===== src/common/queue_table_pkg.sv =====
package queue_table_pkg;

    // number of queues is set by the page index width
    localparam int app_idx_width     = 2;
    localparam int queue_table_depth = 2 ** app_idx_width;

    // tail, head and the two halves of the ring address
    localparam int nb_table_fields   = 4;

    typedef logic [app_idx_width-1:0] queue_idx_t;

    // ring pointer as seen by the DMA engine and the host
    typedef logic [31:0] rb_ptr_t;

    // one entry of one table column
    typedef logic [31:0] table_word_t;

    // kernel-memory address of a ring, built from l_addr and h_addr
    typedef logic [63:0] kmem_addr_t;

    // column order matches the word slots of a BAR line
    typedef enum logic [1:0] {
        field_tail,
        field_head,
        field_l_addr,
        field_h_addr
    } table_field_t;

endpackage


===== src/common/pcie_bar_pkg.sv =====
package pcie_bar_pkg;

    localparam int pcie_addr_width = 16;

    // bytes per register word
    localparam int reg_size = 4;

    // queue index starts at this address bit, one 4 KiB page per queue
    localparam int page_lsb = 12;

    // first 64-byte line of the ring buffer region
    localparam int rb_bram_offset = 256;

    // word slots of a 512-bit register line
    localparam int slot_tail        = 0;
    localparam int slot_head        = 1;
    localparam int slot_l_addr      = 2;
    localparam int slot_h_addr      = 3;
    localparam int slot_c2f_tail    = 4;
    localparam int slot_c2f_head    = 5;
    localparam int slot_c2f_kmem_lo = 6;
    localparam int slot_c2f_kmem_hi = 7;

    typedef logic [pcie_addr_width-1:0] bar_addr_t;

    // one BAR data line and its byte enables
    typedef logic [511:0] bar_line_t;
    typedef logic [63:0]  bar_be_t;

endpackage


===== src/common/queue_table_if.sv =====
`timescale 1ns/1ps

interface queue_table_if;
    import queue_table_pkg::*;

    // one address for all columns of the table
    queue_idx_t addr;

    // per-column strobes
    logic [nb_table_fields-1:0] wr_en;
    logic [nb_table_fields-1:0] rd_en;

    // per-column data, indexed by table_field_t
    table_word_t wr_data [nb_table_fields];
    table_word_t rd_data [nb_table_fields];

    modport requester (
        output addr,
        output wr_en,
        output rd_en,
        output wr_data,
        input  rd_data
    );

    modport ram (
        input  addr,
        input  wr_en,
        input  rd_en,
        input  wr_data,
        output rd_data
    );

endinterface


===== src/queue_table/queue_state_ram.sv =====
`timescale 1ns/1ps

module queue_state_ram #(
    parameter queue_table_pkg::table_field_t field = queue_table_pkg::field_tail
) (
    input  logic       pcie_clk,
    queue_table_if.ram a,
    queue_table_if.ram b
);
    import queue_table_pkg::*;

    table_word_t mem [queue_table_depth];
    table_word_t a_stage;
    table_word_t b_stage;

    // writes land on the sampling edge
    always_ff @(posedge pcie_clk) begin
        if (a.wr_en[field]) begin
            mem[a.addr] <= a.wr_data[field];
        end
        if (b.wr_en[field]) begin
            mem[b.addr] <= b.wr_data[field];
        end
    end

    // first read stage, write-first on each port
    always_ff @(posedge pcie_clk) begin
        if (a.rd_en[field]) begin
            a_stage <= a.wr_en[field] ? a.wr_data[field] : mem[a.addr];
        end
        if (b.rd_en[field]) begin
            b_stage <= b.wr_en[field] ? b.wr_data[field] : mem[b.addr];
        end
    end

    // output register holds its word until the next read
    always_ff @(posedge pcie_clk) begin
        a.rd_data[field] <= a_stage;
        b.rd_data[field] <= b_stage;
    end

endmodule


===== src/queue_table/queue_port_ctrl.sv =====
`timescale 1ns/1ps

module queue_port_ctrl (
    input  logic                     pcie_clk,
    input  logic                     pcie_reset_n,
    input  pcie_bar_pkg::bar_addr_t  pcie_address,
    input  logic                     pcie_read,
    input  logic                     pcie_write,
    input  pcie_bar_pkg::bar_line_t  pcie_writedata,
    input  pcie_bar_pkg::bar_be_t    pcie_byteenable,
    queue_table_if.requester         port,
    output queue_table_pkg::rb_ptr_t c2f_wr_data,
    output logic                     c2f_tail_wr,
    output logic                     c2f_kmem_lo_wr,
    output logic                     c2f_kmem_hi_wr,
    output logic                     reply_valid
);
    import queue_table_pkg::*;
    import pcie_bar_pkg::*;

    typedef enum logic [1:0] {
        idle,
        read_pending,
        read_in_flight
    } port_state_t;

    port_state_t state;
    queue_idx_t  page_idx;
    queue_idx_t  rd_addr;
    logic        reg_region;
    logic        reg_read;
    logic [1:0]  rd_pipe;
    logic [2:0]  c2f_new;
    logic [2:0]  c2f_pend;
    logic [2:0]  c2f_sel;
    rb_ptr_t     c2f_data [3];

    // a slot counts only with all four byte lanes enabled
    function automatic logic slot_en(bar_be_t be, int slot);
        return &be[slot*reg_size +: reg_size];
    endfunction

    function automatic table_word_t slot_word(bar_line_t line, int slot);
        return line[slot*reg_size*8 +: reg_size*8];
    endfunction

    assign page_idx = pcie_address[page_lsb +: app_idx_width];

    // 64-byte line number, lines below the ring buffer hold the registers
    assign reg_region = pcie_address[pcie_addr_width-1:6] < rb_bram_offset;
    assign reg_read   = pcie_read && reg_region;

    // bit 0 tail, bit 1 kmem low, bit 2 kmem high
    assign c2f_new = {3{pcie_write}} & {slot_en(pcie_byteenable, slot_c2f_kmem_hi),
                                        slot_en(pcie_byteenable, slot_c2f_kmem_lo),
                                        slot_en(pcie_byteenable, slot_c2f_tail)};

    // one c2f register per cycle over the shared data bus, lowest first
    assign c2f_sel        = c2f_pend & (~c2f_pend + 3'd1);
    assign c2f_tail_wr    = c2f_sel[0];
    assign c2f_kmem_lo_wr = c2f_sel[1];
    assign c2f_kmem_hi_wr = c2f_sel[2];

    always_comb begin
        if (c2f_sel[2]) begin
            c2f_wr_data = c2f_data[2];
        end else if (c2f_sel[1]) begin
            c2f_wr_data = c2f_data[1];
        end else begin
            c2f_wr_data = c2f_data[0];
        end
    end

    // reply lines up with the port-B read data
    assign reply_valid = rd_pipe[1];

    always_ff @(posedge pcie_clk) begin
        if (!pcie_reset_n) begin
            state      <= idle;
            port.wr_en <= '0;
            port.rd_en <= '0;
            rd_pipe    <= '0;
            c2f_pend   <= '0;
        end else begin
            port.wr_en <= '0;
            port.rd_en <= '0;
            rd_pipe    <= {rd_pipe[0], port.rd_en[field_tail]};
            c2f_pend   <= (c2f_pend & ~c2f_sel) | c2f_new;

            // writes first, the pending read waits for a free edge
            if (pcie_write) begin
                port.wr_en[field_head]   <= slot_en(pcie_byteenable, slot_head);
                port.wr_en[field_l_addr] <= slot_en(pcie_byteenable, slot_l_addr);
                port.wr_en[field_h_addr] <= slot_en(pcie_byteenable, slot_h_addr);
            end else if (state == read_pending) begin
                port.rd_en <= '1;
                state      <= read_in_flight;
            end

            if (reg_read) begin
                state <= read_pending;
            end else if (state == read_in_flight && reply_valid) begin
                state <= idle;
            end
        end
    end

    always_ff @(posedge pcie_clk) begin
        if (pcie_write) begin
            port.addr <= page_idx;
            // tail slot is owned by the DMA engine
            port.wr_data[field_tail]   <= slot_word(pcie_writedata, slot_tail);
            port.wr_data[field_head]   <= slot_word(pcie_writedata, slot_head);
            port.wr_data[field_l_addr] <= slot_word(pcie_writedata, slot_l_addr);
            port.wr_data[field_h_addr] <= slot_word(pcie_writedata, slot_h_addr);
        end else if (state == read_pending) begin
            port.addr <= rd_addr;
        end
        if (reg_read) begin
            rd_addr <= page_idx;
        end
        if (c2f_new[0]) begin
            c2f_data[0] <= slot_word(pcie_writedata, slot_c2f_tail);
        end
        if (c2f_new[1]) begin
            c2f_data[1] <= slot_word(pcie_writedata, slot_c2f_kmem_lo);
        end
        if (c2f_new[2]) begin
            c2f_data[2] <= slot_word(pcie_writedata, slot_c2f_kmem_hi);
        end
    end

    // host keeps a single register read outstanding
    a_single_read: assert property (@(posedge pcie_clk) disable iff (!pcie_reset_n)
        reg_read |-> state == idle);

endmodule


===== src/queue_table/dma_queue_port.sv =====
`timescale 1ns/1ps

module dma_queue_port (
    input  logic                        pcie_clk,
    input  logic                        pcie_reset_n,
    input  logic                        queue_rd_en,
    input  logic                        tail_wr_en,
    input  queue_table_pkg::queue_idx_t dma_queue,
    input  queue_table_pkg::rb_ptr_t    new_tail,
    queue_table_if.requester            port,
    output logic                        queue_ready,
    output queue_table_pkg::rb_ptr_t    f2c_tail,
    output queue_table_pkg::rb_ptr_t    f2c_head,
    output queue_table_pkg::kmem_addr_t f2c_kmem_addr
);
    import queue_table_pkg::*;

    table_word_t tail_wr_data;
    logic        rd_in_ram;
    rb_ptr_t     tail_hold;
    rb_ptr_t     head_hold;
    kmem_addr_t  kmem_hold;

    // issue register, then the RAM pipeline
    always_ff @(posedge pcie_clk) begin
        if (!pcie_reset_n) begin
            port.rd_en  <= '0;
            port.wr_en  <= '0;
            rd_in_ram   <= 1'b0;
            queue_ready <= 1'b0;
        end else begin
            port.rd_en <= {nb_table_fields{queue_rd_en}};
            port.wr_en <= '0;
            // a queue read beats the tail write-back
            if (tail_wr_en && !queue_rd_en) begin
                port.wr_en[field_tail] <= 1'b1;
            end
            rd_in_ram   <= port.rd_en[field_tail];
            queue_ready <= rd_in_ram;
        end
    end

    always_ff @(posedge pcie_clk) begin
        if (queue_rd_en || tail_wr_en) begin
            port.addr <= dma_queue;
        end
        if (tail_wr_en) begin
            tail_wr_data <= new_tail;
        end
    end

    // only the tail column is ever written from this side
    always_comb begin
        for (int f = 0; f < nb_table_fields; f++) begin
            port.wr_data[f] = tail_wr_data;
        end
    end

    always_ff @(posedge pcie_clk) begin
        if (queue_ready) begin
            tail_hold <= port.rd_data[field_tail];
            head_hold <= port.rd_data[field_head];
            kmem_hold <= {port.rd_data[field_h_addr], port.rd_data[field_l_addr]};
        end
    end

    // RAM words during the ready cycle and the captured copy afterwards
    assign f2c_tail      = queue_ready ? port.rd_data[field_tail] : tail_hold;
    assign f2c_head      = queue_ready ? port.rd_data[field_head] : head_hold;
    assign f2c_kmem_addr = queue_ready ?
        {port.rd_data[field_h_addr], port.rd_data[field_l_addr]} : kmem_hold;

    a_no_rd_wr_overlap: assert property (@(posedge pcie_clk) disable iff (!pcie_reset_n)
        !(queue_rd_en && tail_wr_en));

endmodule


===== src/bar_reply.sv =====
`timescale 1ns/1ps

module bar_reply (
    input  logic                        pcie_clk,
    input  logic                        pcie_reset_n,
    input  queue_table_pkg::rb_ptr_t    c2f_wr_data,
    input  logic                        c2f_tail_wr,
    input  logic                        c2f_kmem_lo_wr,
    input  logic                        c2f_kmem_hi_wr,
    input  queue_table_pkg::table_word_t table_rd_data [queue_table_pkg::nb_table_fields],
    input  logic                        reply_valid,
    output pcie_bar_pkg::bar_line_t     pcie_readdata,
    output logic                        pcie_readdatavalid
);
    import queue_table_pkg::*;
    import pcie_bar_pkg::*;

    rb_ptr_t    c2f_tail;
    kmem_addr_t c2f_kmem_addr;
    bar_line_t  reply_line;

    // CPU-to-FPGA ring registers
    always_ff @(posedge pcie_clk) begin
        if (!pcie_reset_n) begin
            c2f_tail           <= '0;
            c2f_kmem_addr      <= '0;
            pcie_readdatavalid <= 1'b0;
        end else begin
            if (c2f_tail_wr) begin
                c2f_tail <= c2f_wr_data;
            end
            if (c2f_kmem_lo_wr) begin
                c2f_kmem_addr[31:0] <= c2f_wr_data;
            end
            if (c2f_kmem_hi_wr) begin
                c2f_kmem_addr[63:32] <= c2f_wr_data;
            end
            pcie_readdatavalid <= reply_valid;
        end
    end

    // slots 8 to 15 stay zero
    always_comb begin
        reply_line = '0;
        reply_line[slot_tail*reg_size*8 +: reg_size*8]        = table_rd_data[field_tail];
        reply_line[slot_head*reg_size*8 +: reg_size*8]        = table_rd_data[field_head];
        reply_line[slot_l_addr*reg_size*8 +: reg_size*8]      = table_rd_data[field_l_addr];
        reply_line[slot_h_addr*reg_size*8 +: reg_size*8]      = table_rd_data[field_h_addr];
        reply_line[slot_c2f_tail*reg_size*8 +: reg_size*8]    = c2f_tail;
        // c2f head is never written by the host
        reply_line[slot_c2f_head*reg_size*8 +: reg_size*8]    = '0;
        reply_line[slot_c2f_kmem_lo*reg_size*8 +: reg_size*8] = c2f_kmem_addr[31:0];
        reply_line[slot_c2f_kmem_hi*reg_size*8 +: reg_size*8] = c2f_kmem_addr[63:32];
    end

    always_ff @(posedge pcie_clk) begin
        if (reply_valid) begin
            pcie_readdata <= reply_line;
        end
    end

endmodule


===== src/pcie_queue_regs_top.sv =====
`timescale 1ns/1ps

module pcie_queue_regs_top (
    input  logic                        pcie_clk,
    input  logic                        pcie_reset_n,
    // BAR register window
    input  pcie_bar_pkg::bar_addr_t     pcie_address,
    input  logic                        pcie_read,
    input  logic                        pcie_write,
    input  pcie_bar_pkg::bar_line_t     pcie_writedata,
    input  pcie_bar_pkg::bar_be_t       pcie_byteenable,
    output pcie_bar_pkg::bar_line_t     pcie_readdata,
    output logic                        pcie_readdatavalid,
    // DMA engine side
    input  logic                        queue_rd_en,
    input  logic                        tail_wr_en,
    input  queue_table_pkg::queue_idx_t dma_queue,
    input  queue_table_pkg::rb_ptr_t    new_tail,
    output logic                        queue_ready,
    output queue_table_pkg::rb_ptr_t    f2c_tail,
    output queue_table_pkg::rb_ptr_t    f2c_head,
    output queue_table_pkg::kmem_addr_t f2c_kmem_addr
);
    import queue_table_pkg::*;

    rb_ptr_t c2f_wr_data;
    logic    c2f_tail_wr;
    logic    c2f_kmem_lo_wr;
    logic    c2f_kmem_hi_wr;
    logic    reply_valid;

    // port A serves the DMA engine, port B the BAR window
    queue_table_if port_a ();
    queue_table_if port_b ();

    dma_queue_port u_dma_port (
        .pcie_clk      (pcie_clk),
        .pcie_reset_n  (pcie_reset_n),
        .queue_rd_en   (queue_rd_en),
        .tail_wr_en    (tail_wr_en),
        .dma_queue     (dma_queue),
        .new_tail      (new_tail),
        .port          (port_a),
        .queue_ready   (queue_ready),
        .f2c_tail      (f2c_tail),
        .f2c_head      (f2c_head),
        .f2c_kmem_addr (f2c_kmem_addr)
    );

    queue_port_ctrl u_bar_port (
        .pcie_clk        (pcie_clk),
        .pcie_reset_n    (pcie_reset_n),
        .pcie_address    (pcie_address),
        .pcie_read       (pcie_read),
        .pcie_write      (pcie_write),
        .pcie_writedata  (pcie_writedata),
        .pcie_byteenable (pcie_byteenable),
        .port            (port_b),
        .c2f_wr_data     (c2f_wr_data),
        .c2f_tail_wr     (c2f_tail_wr),
        .c2f_kmem_lo_wr  (c2f_kmem_lo_wr),
        .c2f_kmem_hi_wr  (c2f_kmem_hi_wr),
        .reply_valid     (reply_valid)
    );

    bar_reply u_reply (
        .pcie_clk           (pcie_clk),
        .pcie_reset_n       (pcie_reset_n),
        .c2f_wr_data        (c2f_wr_data),
        .c2f_tail_wr        (c2f_tail_wr),
        .c2f_kmem_lo_wr     (c2f_kmem_lo_wr),
        .c2f_kmem_hi_wr     (c2f_kmem_hi_wr),
        .table_rd_data      (port_b.rd_data),
        .reply_valid        (reply_valid),
        .pcie_readdata      (pcie_readdata),
        .pcie_readdatavalid (pcie_readdatavalid)
    );

    // one RAM column per table field
    for (genvar f = 0; f < nb_table_fields; f++) begin : g_column
        queue_state_ram #(
            .field (table_field_t'(f))
        ) u_column (
            .pcie_clk (pcie_clk),
            .a        (port_a),
            .b        (port_b)
        );
    end

endmodule


===== config.mk =====
export PLATFORM = sky130hd
export DESIGN_NAME = pcie_queue_regs_top
export DESIGN_NICKNAME = d
export VERILOG_FILES = /design/src/common/queue_table_pkg.sv /design/src/common/pcie_bar_pkg.sv /design/src/common/queue_table_if.sv /design/src/queue_table/queue_state_ram.sv /design/src/queue_table/queue_port_ctrl.sv /design/src/queue_table/dma_queue_port.sv /design/src/bar_reply.sv /design/src/pcie_queue_regs_top.sv
export SDC_FILE = /design/constraint.sdc
export NUM_CORES = 2
export LEC_CHECK = 0
export ABC_AREA = 1
export BUFFER_PORTS_ARGS = -buffer_cell sky130_fd_sc_hd__buf_2
export CAP_MARGIN = 40
export CORE_AREA = 3 3 498 500
export CTS_BUF_LIST = sky130_fd_sc_hd__clkbuf_8
export CTS_CLUSTER_SIZE = 28
export DETAILED_ROUTE_END_ITERATION = 8
export DIE_AREA = 0 0 501 503
export PLACE_DENSITY = 0.52
export SLEW_MARGIN = 20
export SYNTH_ARGS = -nofsm -noshare
export SYNTH_HDL_FRONTEND = slang
export SYNTH_SLANG_ARGS = --single-unit

===== constraint.sdc =====
create_clock -name pcie_clk -period 6.85 [get_ports pcie_clk]
set_input_delay 1.0275 -clock pcie_clk [delete_from_list [all_inputs] [get_ports pcie_clk]]
set_output_delay 1.0275 -clock pcie_clk [all_outputs]
set_load 0.05 [all_outputs]

After elaboration in Yosys (flattened, before gate mapping)

Memory sizes are Yosys's and may differ from the RTL's. A register that Yosys moved wholly into a read port is not among the register bits.
Index checks and enable logic that the tools add are counted.

Input port bits: 632
Bits in latches: 0
Bits in read-only memories: 0
Logic and storage cells: 107
Bits in writable memories: 608
Memories kept: 5
Register bits: 893
Output and inout port bits: 642

Memories:

| memory                   | depth | width | rd ports | clocked after Yosys merged registers in | wr ports | RTL line              | RTL |
|---|---|---|---|---|---|---|---|
| g_column[0].u_column.mem | 4     | 32    | 2        | 2                                       | 2        | queue_state_ram.sv:12 | `table_word_t mem [queue_table_depth];` |
| g_column[1].u_column.mem | 4     | 32    | 2        | 2                                       | 2        | queue_state_ram.sv:12 |  |
| g_column[2].u_column.mem | 4     | 32    | 2        | 2                                       | 2        | queue_state_ram.sv:12 |  |
| g_column[3].u_column.mem | 4     | 32    | 2        | 2                                       | 2        | queue_state_ram.sv:12 |  |
| u_bar_port.c2f_data      | 3     | 32    | 3        | 0                                       | 3        | queue_port_ctrl.sv:36 | `rb_ptr_t c2f_data [3];` |

Multiplexer cells: 35
Add/subtract/negate cells: 1
Reductions and logical operators: 18
Shift operators: 0
$mul: 0
Equal/unequal tests: 3
Div/mod/pow operators: 0
Bitwise gates (word level): 8
$lt $le $gt $ge: 1

Operators by type and width:

| cell                                                                     | count |
|---|---|
| 32-bit 2-to-1 mux                                                        | 4 |
| 64-bit 2-to-1 mux                                                        | 1 |
| 1-bit 2-to-1 mux                                                         | 27 |
| 4-bit AND reduction                                                      | 6 |
| 10-bit by 9-bit < comparator with 1-bit output (second input constant)   | 1 |
| 3-bit bitwise AND                                                        | 3 |
| 3-bit inverter                                                           | 2 |
| 2-bit AND reduction                                                      | 3 |
| 2-bit 2-to-1 mux                                                         | 2 |
| 4-bit 2-to-1 mux                                                         | 1 |
| 3-bit by 1-bit adder with 3-bit output (second input constant)           | 1 |
| 1-bit logical AND                                                        | 3 |
| 3-bit by 1-bit inequality test with 1-bit output (second input constant) | 1 |
| 3-bit bitwise OR                                                         | 1 |
| 3-bit nonzero test                                                       | 1 |
| 3-bit OR reduction                                                       | 1 |
| 2-bit by 1-bit equality test with 1-bit output (second input constant)   | 1 |
| 2-bit equality test (second input constant)                              | 1 |
| 1-bit inverter                                                           | 2 |
| 2-bit nonzero test                                                       | 1 |
| 2-bit OR reduction                                                       | 1 |
| 1-bit logical NOT                                                        | 1 |
| 1-bit logical OR                                                         | 1 |

Longest topological paths before layout

Depth after elaboration: 6
Gate-level depth with buffers: 9
Mapped depth without buffers: 7

Least setup slack after synthesis

Ideal clock, no wire load.

Path kind: register -> register
From: register u_bar_port.rd_pipe[1]
To: register u_bar_port.state[1]
Period minus slack after synthesis: 5.823 ns
Setup slack: 1.027 ns
Library setup time: 0.136 ns
Buffers on the path: 0
Stages on the path, launching flop included: 4
Required time: 6.714 ns
Arrival time: 5.687 ns
Cell sequence: dfxtp_1 > nand3_1 > nand2_1 > nor3_1

Word-level cells in the longest chain between the ends: 2

RTL lines:

| element                             | RTL line               | RTL |
|---|---|---|
| start, declared                     | queue_port_ctrl.sv:32  | `logic [1:0] rd_pipe;` |
| start signal, assigned              | queue_port_ctrl.sv:87  | `rd_pipe <= {rd_pipe[0], port.rd_en[field_tail]};` |
| 1-bit logical AND                   | queue_port_ctrl.sv:102 | `end else if (state == read_in_flight && reply_valid) begin` |
| 3-bit OR reduction (no source line) | -                      |  |
| end signal, assigned                | queue_port_ctrl.sv:97  | `state <= read_in_flight;` |
| end signal, assigned                | queue_port_ctrl.sv:101 | `state <= read_pending;` |
| end signal, assigned                | queue_port_ctrl.sv:103 | `state <= idle;` |
| end, declared                       | queue_port_ctrl.sv:27  | `port_state_t state;` |

No other way between the ends.
A chain may end at the register's enable or synchronous reset.

Worst setup path in the final report

From: register u_dma_port.queue_ready
To: output port f2c_kmem_addr[18]

Word-level cells in the longest chain between the ends: 1

RTL lines:

| element                | RTL line                  | RTL |
|---|---|---|
| start, declared        | dma_queue_port.sv:11      | `output logic queue_ready,` |
| start signal, assigned | dma_queue_port.sv:39      | `queue_ready <= rd_in_ram;` |
| 64-bit 2-to-1 mux      | dma_queue_port.sv:70      | `assign f2c_kmem_addr = queue_ready ?` |
| end, declared          | pcie_queue_regs_top.sv:22 | `output queue_table_pkg::kmem_addr_t f2c_kmem_addr` |

No other way between the ends.

==> summary.md <==
| Metric | Value |
|---|---|
| Outcome | `finished, final reports clean` |
| Post-synth EDFFs | `between 1000 and 1500` |
| Hold wc startpoint | `pcie_writedata[114]` |
| CP required | `between 5 and 6 ns` |
| Post-synth ARST share | `0%` |
| Period minus WS final | `4.39 ns` |
| Mapped Cells | `4723` |
| Clock power frac | `40.8%` |
| Crit path arrival time | `3.36 ns` |
| Count of different cell masters after synthesis | `29` |
| GRT overflow | `0` |
| 1st-pass router iterations | `5` |
| Primary FF master, synth | `edfxtp_1` |
| Worst Setup SP | `u_dma_port.queue_ready` |
| Total clock sinks | `1718` |
| HPWL Detailed | `117 mm` |
| # IOs | `1274` |
| Unrepaired setup endpoints after global routing | `false` |
| Crit Path Category | `flop to primary output` |
| DRC Markers | `0` |
| # rows | `181` |
| Cell Pwr Density | `322 nW/um2` |
| Max cap viols | `0` |
| Hold Path Class | `input pin to flop` |
| Peak VDD IR | `around 0.17 mV` |
| Worst skew pair latency | `~1.0 ns` |
| Final Cycle Share | `roughly 64%` |
| Pint | `17.5 mW` |
| Die area | `252000 um2` |
| Setup crit end kind | `primary output` |
| Starting DRC count in detailed routing | `2479` |
| Nets | `6163` |
| Final setup viols | `0` |
| Post-CTS Repair Setup Buffers | `0` |
| Register-to-Register Path Depth | `6` |
| Post-Syn Area | `61500 um2` |
| DR WL/cell | `approximately 21 um` |
| RR Endpoint | `g_column[0].u_column.b_stage[26]` |
| Area Growth Syn to Fin | `20.3%` |
| Largest cells by area after synthesis | `edfxtp_1 60%, dfxtp_1 16%, nand2_1 8.5%` |
| Starting Density | `25.3%` |
| Total GRT Usage | `roughly 15%` |
| Antenna Nets Post-Route | `0` |
| Most common cell in the synthesized netlist | `nand2_1` |
| YS warnings | `0` |
| Worst slew pin tran | `0.986 ns` |
| Vias per Instance | `between 4 and 5` |
| Synth top area share | `around three fifths` |
| Total Power | `23.8 mW` |
| Final Max Slew Viols | `0` |
| Global-route wire length before repair | `264 mm` |
| GPL Wtd Cong | `0.802` |
| Hold Path Sink | `u_bar_port.port.wr_data[18]` |
| Vias | `38000` |
| CTS Buf Count | `320` |
| # H-tree levels | `5` |
| Final Hold Viols | `0` |
| CTS tree | `done` |
| R2r setup slk | `around 3.6 ns` |
| Initial antenna violation count | `41` |
| Longest Clk Path Bufs | `4` |
| Setup crit start kind | `flop` |
| Sequential area share after synthesis | `75.8%` |
| Largest net degree at the start of global routing | `129` |
| Fin Clk Skew | `0.129 ns` |
| Reg-to-Reg Start | `u_bar_port.port.addr[1]` |
| Hold-fix buffers at CTS | `0` |
| TNS Setup | `0 ns` |
| Die X | `501 um` |
| Leak | `29.4 nW` |
| Drt total wl | `between 150 and 200 mm` |
| Rel. slew slack | `34.3%` |
| Fmax | `228 MHz` |
| Synth area leader | `edfxtp_1` |
| Avg Inst Size Synth | `13.0 um2` |
| DIE HEIGHT | `503 um` |
| Sequential share of power | `49.3%` |
| Core footprint | `243000 um2` |
| Layout cells sized above 1 | `a little under a quarter` |
| Sw power | `6.32 mW` |
| CP max FO | `44` |
| Synth top cells by count | `1393 x nand2_1, 1222 x edfxtp_1, 496 x dfxtp_1, 308 x buf_4, 218 x inv_1` |
| Switch share | `roughly a quarter` |
| Reg clk slew, reported paths | `0.06 ns` |
| Yosys reg bits | `1718` |
| Port bufs | `613` |
| Comb pwr share | `10.0%` |
| Hold depth | `1` |
| Number of global-route vias before repair | `between 30000 and 40000` |
| Post_cts resized | `0` |
| Root Buffer | `clkbuf_8` |
[cells by family after synthesis]
logic type             after synthesis  share of synthesized area, %
flip-flops                        1718                          75.8
other                                1                       0.00610
multiplexers                       128                          2.34
buffers and inverters              726                          6.58
AND/OR/NAND/NOR                   1759                          11.4
AO/OA/AOI/OAI                      391                          3.85
[how the worst max path moves through the flow]
stage,depth (start not counted),slack (ns),endpoint
2_1_floorplan,3,1.03,u_bar_port.state[1]
3_3_place_gp,4,3.21,u_bar_port.c2f_data[0][29]
3_5_place_dp,4,3.45,f2c_kmem_addr[30]
4_1_cts,4,2.25,f2c_kmem_addr[30]
5_1_grt,4,2.22,f2c_kmem_addr[18]
6_report,4,2.46,f2c_kmem_addr[18]
[flip-flops by register name, indices dropped and copies added, names as in the netlist, 64 cells and up]
name / flops
u_bar_port.port.wr_data: 96
g_column.u_column.b_stage: 128
u_reply.c2f_kmem_addr: 64
g_column.u_column.mem: 512
u_dma_port.kmem_hold: 64
g_column.u_column.a_stage: 128
u_reply.pcie_readdata: 224
g_column.u_column.a.rd_data: 128
g_column.u_column.b.rd_data: 128
u_bar_port.c2f_data: 96
[worst max-delay path: stages, from the launching register on]
cell and delay (ns):
dfxtp_4 0.81, buf_4 0.50, buf_16 0.26, mux2_2 0.38, buf_2 0.24
[through the flow]
| stage | hold slack, ns | worst slack [ns] | util [%] | cells | area [um2] |
|---|---|---|---|---|---|
| finish | 0.165 | 2.46 | 30.4 | 9019 | 73900 |
| global route | 0.0324 | 2.22 | 30.4 | 9010 | 73900 |
| CTS | 0.0116 | 2.25 | 30.3 | 8978 | 73800 |
| detailed placement | 0.327 | 3.45 | 27.7 | 8408 | 67500 |
| global placement | 0.325 | 3.21 | 27.6 | 8397 | 67200 |
| floorplan | 0.323 | 1.03 | - | 5010 | 62600 |
[layout make-up]
class                           count  area (um2)
Antenna cell                       38        95.1
Clock buffer                      372        5120
Tap cell                         3202        4010
Timing Repair Buffer              696        3950
Multi-Input combinational cell   2566       12100
Sequential cell                  1718       46600
Inverter                          229         872
Clock inverter                    198        1200
Fill cell                       24400      170000
[power groups by stage]
stage / Sequential [mW] / Combinational (mW) / Clock (mW)
after floorplan: 11.9 / 1.76 / 0
after global placement: 11.9 / 2.37 / 0
after detailed placement: 12.0 / 2.39 / 0
after CTS: 11.7 / 2.40 / 10.1
after global routing: 11.8 / 2.52 / 10.5
final: 11.7 / 2.37 / 9.70
[cell usage in the layout, fill, tap and decap left out, types with 20 or more instances in the layout]
cell	n
conb_1	288
o2111ai_1	69
buf_4	64
a22oi_1	59
nand3_1	188
edfxtp_1	1222
o21ai_0	78
inv_1	329
clkbuf_8	372
buf_2	612
a21oi_1	163
o21ai_1	20
clkinv_1	29
clkinv_2	32
nand2_1	1392
diode_2	38
nor3b_1	33
mux2_2	128
nor2_1	111
dfxtp_1	487
[layer usage]
metal  wire length, um  track usage, %  up-vias  part of all wire [%]
met4              9760            7.61       14                   5.1
met5                99               0        -                 0.052
li1                  -               -    17300                     -
met2             89600            23.8     1642                    47
met3             15400            4.10      458                   8.1
met1             75900            17.4    18500                    40
Note: power is estimated with default switching activity, not from simulation.
